### src/hw/sched_cfg_pkg.sv
package sched_cfg_pkg;

  // Default number of flows in the scheduler
  localparam int unsigned NUM_FLOWS = 4;

  // Default entries per flow FIFO
  localparam int unsigned QUEUE_DEPTH = 4;

  // Flow number width, at least one bit
  localparam int unsigned FLOW_W = (NUM_FLOWS > 1) ? $clog2(NUM_FLOWS) : 1;

  // Weight is the per-cycle virtual time increment
  localparam int unsigned WEIGHT_W = 4;

  // Virtual time counters wrap at this width
  localparam int unsigned TIME_W = 16;

  // Flow number or arbitrated index
  typedef logic [FLOW_W-1:0] flow_id_t;
  // Per-flow weight
  typedef logic [WEIGHT_W-1:0] weight_t;
  // Virtual time value
  typedef logic [TIME_W-1:0] vtime_t;

endpackage

### src/hw/flow_pkg.sv
package flow_pkg;

  // Flow numbers come from the config package
  import sched_cfg_pkg::*;

  // Payload width of one packet
  localparam int unsigned PAYLOAD_W = 12;

  // Packet payload
  typedef logic [PAYLOAD_W-1:0] payload_t;

  // Packet descriptor on the enqueue and dequeue ports
  // On dequeue the flow field names the source flow
  typedef struct packed {
    flow_id_t flow;
    payload_t payload;
  } pkt_desc_t;

endpackage

### src/hw/min_max_tree.sv
`timescale 1ns/1ps

module min_max_tree #(
  parameter int unsigned NumIn     = 4,
  parameter int unsigned DataWidth = 16
) (
  input  logic [NumIn-1:0][DataWidth-1:0]          data_i,
  input  logic [NumIn-1:0]                         valid_i,
  input  logic                                     is_max_i,
  output logic [DataWidth-1:0]                     data_o,
  output logic                                     valid_o,
  output logic [((NumIn > 1) ? $clog2(NumIn) : 1)-1:0] idx_o
);

  // Index width, at least one bit
  localparam int unsigned IdxWidth  = (NumIn > 1) ? $clog2(NumIn) : 1;
  // Leaves padded up to a power of two
  localparam int unsigned NumLevels = (NumIn > 1) ? $clog2(NumIn) : 0;
  localparam int unsigned NumLeaves = 2 ** NumLevels;
  // Heap layout: node n has children 2n+1 and 2n+2, root at 0
  localparam int unsigned NumNodes  = 2 * NumLeaves - 1;

  logic [DataWidth-1:0] node_data  [NumNodes];
  logic                 node_valid [NumNodes];
  logic [IdxWidth-1:0]  node_idx   [NumNodes];

  // Leaves sit at the end of the heap
  for (genvar l = 0; l < NumLeaves; l++) begin : g_leaf
    if (l < NumIn) begin : g_used
      assign node_data[NumLeaves-1+l]  = data_i[l];
      assign node_valid[NumLeaves-1+l] = valid_i[l];
      assign node_idx[NumLeaves-1+l]   = IdxWidth'(l);
    end else begin : g_pad
      // Padding leaves never win
      assign node_data[NumLeaves-1+l]  = '0;
      assign node_valid[NumLeaves-1+l] = 1'b0;
      assign node_idx[NumLeaves-1+l]   = '0;
    end
  end

  // Compare-select nodes
  for (genvar n = 0; n < NumLeaves - 1; n++) begin : g_node
    logic cmp_left;
    logic sel_left;

    // Left subtree holds lower indices, so equality favours it
    assign cmp_left = is_max_i ? (node_data[2*n+1] >= node_data[2*n+2])
                               : (node_data[2*n+1] <= node_data[2*n+2]);

    // A valid operand always beats an invalid one
    assign sel_left = node_valid[2*n+1] & (~node_valid[2*n+2] | cmp_left);

    assign node_data[n]  = sel_left ? node_data[2*n+1] : node_data[2*n+2];
    assign node_idx[n]   = sel_left ? node_idx[2*n+1]  : node_idx[2*n+2];
    // OR of the children, so the root is the OR of all inputs
    assign node_valid[n] = node_valid[2*n+1] | node_valid[2*n+2];
  end

  // Root carries the result
  assign data_o  = node_data[0];
  assign valid_o = node_valid[0];
  assign idx_o   = node_idx[0];

endmodule

### src/hw/bvt_arb_tree.sv
`timescale 1ns/1ps

module bvt_arb_tree import sched_cfg_pkg::*, flow_pkg::*; #(
  parameter int unsigned NumIn     = 4,
  parameter int unsigned TimeWidth = 16
) (
  input  logic                     clk_i,
  input  logic                     reset_i,
  input  weight_t  [NumIn-1:0]     prio_i,
  input  logic     [NumIn-1:0]     req_i,
  output logic     [NumIn-1:0]     gnt_o,
  input  payload_t [NumIn-1:0]     data_i,
  output logic                     req_o,
  input  logic                     gnt_i,
  output payload_t                 data_o,
  output flow_id_t                 idx_o
);

  // Width of the tree index
  localparam int unsigned IdxWidth = (NumIn > 1) ? $clog2(NumIn) : 1;

  // One virtual time counter per input
  logic [NumIn-1:0][TimeWidth-1:0] vtime_d, vtime_q;

  // Winning input from the tree
  logic [IdxWidth-1:0] win_idx;
  logic                handshake;

  // Smallest counter among the requesters, ties to the lower index
  min_max_tree #(
    .NumIn     (NumIn),
    .DataWidth (TimeWidth)
  ) i_min_tree (
    .data_i   (vtime_q),
    .valid_i  (req_i),
    .is_max_i (1'b0),
    .data_o   (),
    .valid_o  (req_o),
    .idx_o    (win_idx)
  );

  // Transfer happens when a request is offered and accepted
  assign handshake = req_o & gnt_i;

  // Next counters
  always_comb begin
    // Every counter grows by its weight, requesting or not
    for (int i = 0; i < NumIn; i++) begin
      vtime_d[i] = vtime_q[i] + TimeWidth'(prio_i[i]);
    end
    // Granted flow restarts from zero
    if (handshake) begin
      vtime_d[win_idx] = '0;
    end
  end

  always_ff @(posedge clk_i) begin
    if (reset_i) begin
      vtime_q <= '0;
    end else begin
      vtime_q <= vtime_d;
    end
  end

  // One-hot grant back to the winner only
  always_comb begin
    gnt_o          = '0;
    gnt_o[win_idx] = handshake;
  end

  // Winner's data and index
  assign data_o = data_i[win_idx];
  assign idx_o  = flow_id_t'(win_idx);

endmodule

### src/hw/flow_queue.sv
`timescale 1ns/1ps

module flow_queue import flow_pkg::*; #(
  parameter int unsigned Depth = 4
) (
  input  logic     clk_i,
  input  logic     reset_i,
  input  logic     push_i,
  input  payload_t data_i,
  input  logic     pop_i,
  output payload_t data_o,
  output logic     empty_o,
  output logic     full_o
);

  // Pointer and fill count widths
  localparam int unsigned PtrWidth = (Depth > 1) ? $clog2(Depth) : 1;
  localparam int unsigned CntWidth = $clog2(Depth + 1);

  // Payload storage
  payload_t mem [Depth];

  logic [PtrWidth-1:0] wr_ptr_q, rd_ptr_q;
  logic [CntWidth-1:0] count_q;
  logic                do_push, do_pop;

  assign empty_o = (count_q == '0);
  assign full_o  = (count_q == CntWidth'(Depth));

  // Push while full drops the packet
  assign do_push = push_i & ~full_o;
  // Pop of an empty queue does nothing
  assign do_pop  = pop_i & ~empty_o;

  // Storage write
  always_ff @(posedge clk_i) begin
    if (do_push) begin
      mem[wr_ptr_q] <= data_i;
    end
  end

  // Pointers wrap at Depth, which need not be a power of two
  always_ff @(posedge clk_i) begin
    if (reset_i) begin
      wr_ptr_q <= '0;
      rd_ptr_q <= '0;
      count_q  <= '0;
    end else begin
      if (do_push) begin
        wr_ptr_q <= (wr_ptr_q == PtrWidth'(Depth - 1)) ? '0 : wr_ptr_q + 1'b1;
      end
      if (do_pop) begin
        rd_ptr_q <= (rd_ptr_q == PtrWidth'(Depth - 1)) ? '0 : rd_ptr_q + 1'b1;
      end
      // Simultaneous push and pop leave the count unchanged
      if (do_push && !do_pop) begin
        count_q <= count_q + 1'b1;
      end else if (do_pop && !do_push) begin
        count_q <= count_q - 1'b1;
      end
    end
  end

  // Head entry, zero while empty
  assign data_o = empty_o ? '0 : mem[rd_ptr_q];

endmodule

### src/hw/bvt_sched_top.sv
`timescale 1ns/1ps

module bvt_sched_top import sched_cfg_pkg::*, flow_pkg::*; #(
  parameter int unsigned NumFlows   = NUM_FLOWS,
  parameter int unsigned QueueDepth = QUEUE_DEPTH,
  parameter int unsigned TimeWidth  = TIME_W
) (
  input  logic                   clk_i,
  input  logic                   reset_i,
  input  logic                   enq_valid_i,
  input  pkt_desc_t              enq_pkt_i,
  input  weight_t [NumFlows-1:0] weights_i,
  output logic                   deq_valid_o,
  input  logic                   deq_ready_i,
  output pkt_desc_t              deq_pkt_o,
  output logic    [NumFlows-1:0] full_o
);

  // Per-flow queue signals
  logic     [NumFlows-1:0] push;
  logic     [NumFlows-1:0] pop;
  logic     [NumFlows-1:0] empty;
  payload_t [NumFlows-1:0] head;

  // Arbiter result
  payload_t win_payload;
  flow_id_t win_flow;

  for (genvar f = 0; f < NumFlows; f++) begin : g_flow
    // Route by the flow field of the descriptor
    assign push[f] = enq_valid_i & (enq_pkt_i.flow == flow_id_t'(f));

    flow_queue #(
      .Depth (QueueDepth)
    ) i_queue (
      .clk_i   (clk_i),
      .reset_i (reset_i),
      .push_i  (push[f]),
      .data_i  (enq_pkt_i.payload),
      .pop_i   (pop[f]),
      .data_o  (head[f]),
      .empty_o (empty[f]),
      .full_o  (full_o[f])
    );
  end

  // Non-empty queues request, output ready acts as the grant
  bvt_arb_tree #(
    .NumIn     (NumFlows),
    .TimeWidth (TimeWidth)
  ) i_arb (
    .clk_i   (clk_i),
    .reset_i (reset_i),
    .prio_i  (weights_i),
    .req_i   (~empty),
    .gnt_o   (pop),
    .data_i  (head),
    .req_o   (deq_valid_o),
    .gnt_i   (deq_ready_i),
    .data_o  (win_payload),
    .idx_o   (win_flow)
  );

  // Output descriptor tagged with the source flow
  assign deq_pkt_o.flow    = win_flow;
  assign deq_pkt_o.payload = win_payload;

endmodule

### config.mk
export PLATFORM = sky130hd
export DESIGN_NAME = bvt_sched_top
export DESIGN_NICKNAME = d
export VERILOG_FILES = /design/src/hw/sched_cfg_pkg.sv /design/src/hw/flow_pkg.sv /design/src/hw/min_max_tree.sv /design/src/hw/bvt_arb_tree.sv /design/src/hw/flow_queue.sv /design/src/hw/bvt_sched_top.sv
export SDC_FILE = /design/constraint.sdc
export NUM_CORES = 1
export LEC_CHECK = 0
export BUFFER_PORTS_ARGS = -buffer_cell sky130_fd_sc_hd__buf_2
export CORE_MARGIN = 1.5
export CORE_UTILIZATION = 40
export CTS_BUF_LIST = sky130_fd_sc_hd__clkbuf_8
export CTS_CLUSTER_DIAMETER = 50
export DETAILED_ROUTE_END_ITERATION = 7
export SYNTH_ARGS = -nofsm -noshare
export SYNTH_HDL_FRONTEND = slang
export SYNTH_SLANG_ARGS = --single-unit
export TNS_END_PERCENT = 20
### constraint.sdc
create_clock -name clk_i -period 8.2 [get_ports clk_i]
set_input_delay 0.41 -clock clk_i [delete_from_list [all_inputs] [get_ports clk_i]]
set_output_delay 0.41 -clock clk_i [all_outputs]
set_load 0.02 [all_outputs]
==> flow_summary_export.csv <==
group,metric,value,unit
cells_and_area,final_nets,1263,
clock_network,cts_root_buf,"clkbuf_8",
pwr,p_int,3.50,mW
timing,worst_slew_pin_slew,1310,ps
global_routing,grt_usage,17.2,%
drt,via_per_inst,5.17,
drt,wire_per_inst,18.6,um
pwr,ir_drop,0.951,mV
setup_path,cp_max_fo,45,
clock_network,cts.sinks,292,
timing,maxSlewHeadroom,11.6,%
pwr,power.switching,2.80,mW
clock_network,worstSkewPairLatency,600,ps
floorplan,die_h,189,um
synthesis,synth_edf_count,192,
pwr,combPwrFrac,50.3,%
placed_design,hpwl,20.9,mm
floorplan,core,0.0344,mm2
timing,fin_worst_skew,22.0,ps
drt,drt_first_pass_iters,7,
clock_network,cts_setup_buffers,0,
clock_network,cts-htree-levels,2,
cells_and_area,drive_above_1_share,16.6,%
clock_network,cts_resized,0,
synthesis,synth_ff_type,"edfxtp_1",
setup_path,startpoint,"i_arb.vtime_q[55]",
clock_network,ctsLongestPathBuffers,3,
setup_path,path_class,"register to output port",
synthesis,yosysUniqueCellTypes,54,
status,status,"finished clean",
drt,wirelength,30.2,mm
clock_network,cts_buffers,48,
drt,via_count,8415,
floorplan,start_util,40.4,%
drt,drt_iter0_drc,507,
setup_path,worstPathCellList,"inv_1 -> ha_1 -> nand4_1 -> a2111oi_0 -> o41a_2 -> mux2i_1 -> ha_1 -> nand4_1 -> nor4_1 -> o21ai_0 -> nand4_1 -> a21o_1 -> nand4_1 -> a32oi_1 -> buf_2",
timing,rsz0062_at_grt,"false",
clock_network,cts_tree,"yes",
setup_path,path_delay_family,"compound AO/OA/AOI/OAI gates",
timing,max_freq,0.155,GHz
job,cap_violations,0,
floorplan,ioPinCount,53,
clock_network,hold_buffers,0,
pwr,swShare,44.5,%
setup_path,cp_common_cell,"nand4_1",
synthesis,async_flop_share,0,%
cells_and_area,diodes,0,
synthesis,synth_nets,1206,
floorplan,die_width,189,um
setup_path,slowest_delay,840,ps
pwr,power_frac_seq,29.1,%
hold_path,hp-class,"input pin to register",
global_routing,grt_overflow,0,
drt,postRouteAntennaNets,0,
timing,finalSetupViolations,0,
synthesis,syn_area,0.0139,mm2
synthesis,yosysSeqAreaShare,55.9,%
setup_path,crit-reg2reg-launch,"i_arb.vtime_q[55]",
timing,setup_tns,0,ps
global_routing,grt_pass1_wl,46.7,mm
setup_path,worst_setup_path_end_kind,"output port",
global_routing,grt_pass1_vias,8463,
pwr,total_power,6.30,mW
setup_path,critPathArrivalTime,6030,ps
global_routing,grt_max_degree,46,
placed_design,gp_congestion,0.849,
setup_path,cp.required,7790,ps
timing,hold_viol,0,
cells_and_area,syn2layout_area_growth,11.4,%
setup_path,crit_buf_inv,2,
setup_path,cp-start-kind,"register",
timing,post-route-min-period,6440,ps
floorplan,rows,68,
synthesis,synth-seq-cells,292,
drt,drc,0,
placed_design,io_buffer_count,52,
pwr,clockPowerShare,20.6,%
synthesis,synth_area_per_cell,12.9,um2
timing,slew_viol_final,0,
clock_network,cts.clk_slew.worst_paths,60,ps
synthesis,yosys_warnings,0,
timing,fin_crit_sh,78.6,%
synthesis,synthCells,1076,
pwr,p_leak,5.75,nW
global_routing,antenna_found_initial,1,
floorplan,die_area,0.0359,mm2
pwr,p_per_area,407,mW/mm2
setup_path,crit_path_top_delay_cell,"o41a_2",
hold_path,min_from,"weights_i[12]",
## path summary, 6_finish.rpt
path | end | slack [ps] | cells after the start
hold reg to reg | g_flow[0].i_queue.count_q[2] | 500 | 2
hold / removal | i_arb.vtime_q[48] | 170 | 4
setup reg to reg | g_flow[1].i_queue.count_q[2] | 2170 | 19
setup / recovery | deq_pkt_o[8] | 1760 | 15
## power groups by stage
stage | Clock (mW) | Combinational [mW] | Sequential (mW)
floorplan | 0 | 2.44 | 1.79
global placement | 0 | 3.12 | 1.87
detailed placement | 0 | 3.16 | 1.87
CTS | 1.34 | 3.17 | 1.84
global route | 1.41 | 3.44 | 1.86
finish | 1.30 | 3.16 | 1.83
## metrics by stage
stage	setup WS, ps	hold WS [ps]	instance area, um2	std cells	utilization (%)
floorplan	3140	462	13900	1076	-
global placement	2360	478	14500	1538	42.1
detailed placement	2220	485	14500	1538	42.1
CTS	1710	125	15500	1627	45.0
global route	1200	154	15500	1627	45.0
finish	1760	165	15500	1627	45.0
## sequential cells by signal (all words and copies together), names as in the netlist, named ones only
register,cells
g_flow.i_queue.mem,192
i_arb.vtime_q,64
g_flow.i_queue.wr_ptr_q,8
g_flow.i_queue.rd_ptr_q,8
g_flow.i_queue.count_q,12
## cells in the mapped netlist, types with 3 or more instances
master    number  area [um2]
a31o_2         3        26.3
buf_1          3        11.3
mux2_2        14         158
o21ai_0       11        55.1
inv_1         59         221
xor2_1        22         193
nand2_1       52         195
and3_1         6        37.5
a21o_1        30         225
nor2_1       130         488
nor3_1        17        85.1
dfxtp_1      100        2000
or3_1         10        62.6
mux2i_1       30         300
nand2b_1       3        18.8
clkbuf_1      16        60.1
nand3_1       33         165
mux4_2        48        1080
and2_1        19         119
nor2b_1        4        25.0
nor4bb_1       3        30.0
nor4_1         4        25.0
nand4_1       29         181
xnor2_1       40         350
buf_6          4        45.0
a32oi_1       12         105
ha_1          88        1100
nor3b_1        5        37.5
buf_2         13        65.1
a21oi_1       35         175
buf_4          8        60.1
edfxtp_1     192        5770
fa_1           8         160
## cells by family (layout without fill, tap and decap cells)
| logic type | count (synthesis) | after routing | synth area share (%) |
|---|---|---|---|
| buffers and inverters | 105 | 201 | 3.40 |
| flip-flops | 292 | 292 | 55.9 |
| AO/OA/AOI/OAI | 102 | 102 | 5.00 |
| adder cells (fa/ha/maj) | 96 | 96 | 9.07 |
| multiplexers | 92 | 92 | 11.1 |
| AND/OR/NAND/NOR | 327 | 327 | 11.7 |
| XOR/XNOR | 62 | 62 | 3.91 |
## final cells by class
| class | count | area [um2] |
|---|---|---|
| tap | 455 | 569 |
| inverter | 59 | 221 |
| timing repair buffer | 53 | 268 |
| multi-input combinational | 679 | 5660 |
| clock buffer | 57 | 785 |
| fill | 3157 | 18900 |
| sequential | 292 | 7770 |
| clock inverter | 32 | 211 |
## metal layers
| metal | global-route usage, % | vias to the layer above | wire length, um |
|---|---|---|---|
| li1 | - | 4062 | - |
| met1 | 22.0 | 4110 | 13100 |
| met2 | 29.3 | 199 | 14800 |
| met3 | 3.67 | 44 | 1760 |
| met4 | 4.58 | 0 | 493 |
| met5 | 0 | - | 0 |
## cells in the final DEF (no fill, tap or decap), drive strengths merged, types with 30 or more instances in the layout
master	synthesis	final
edfxtp	192	192
ha	88	88
a21oi	35	35
inv	59	79
nand4	31	31
clkbuf	18	57
nor2	131	131
xnor2	40	40
mux2i	30	30
buf	28	53
a21o	30	30
nand2	52	52
dfxtp	100	100
nand3	33	33
mux4	48	48
## worst reg2reg max path, cell delays in order, from the launching register on
cell and delay (ps):
dfxtp_1 450, inv_1 70, ha_1 310, nand4_1 120, a2111oi_0 400, o41a_2 840
mux2i_1 200, ha_1 360, nand4_1 190, nor4_1 370, o21ai_0 260, nand4_4 240
nand2_1 570, nand3_1 300, ha_1 200, inv_1 60, fa_1 370, xor2_1 170
or3_1 310, a21oi_1 150
Note: power is estimated with default switching activity, not from simulation.
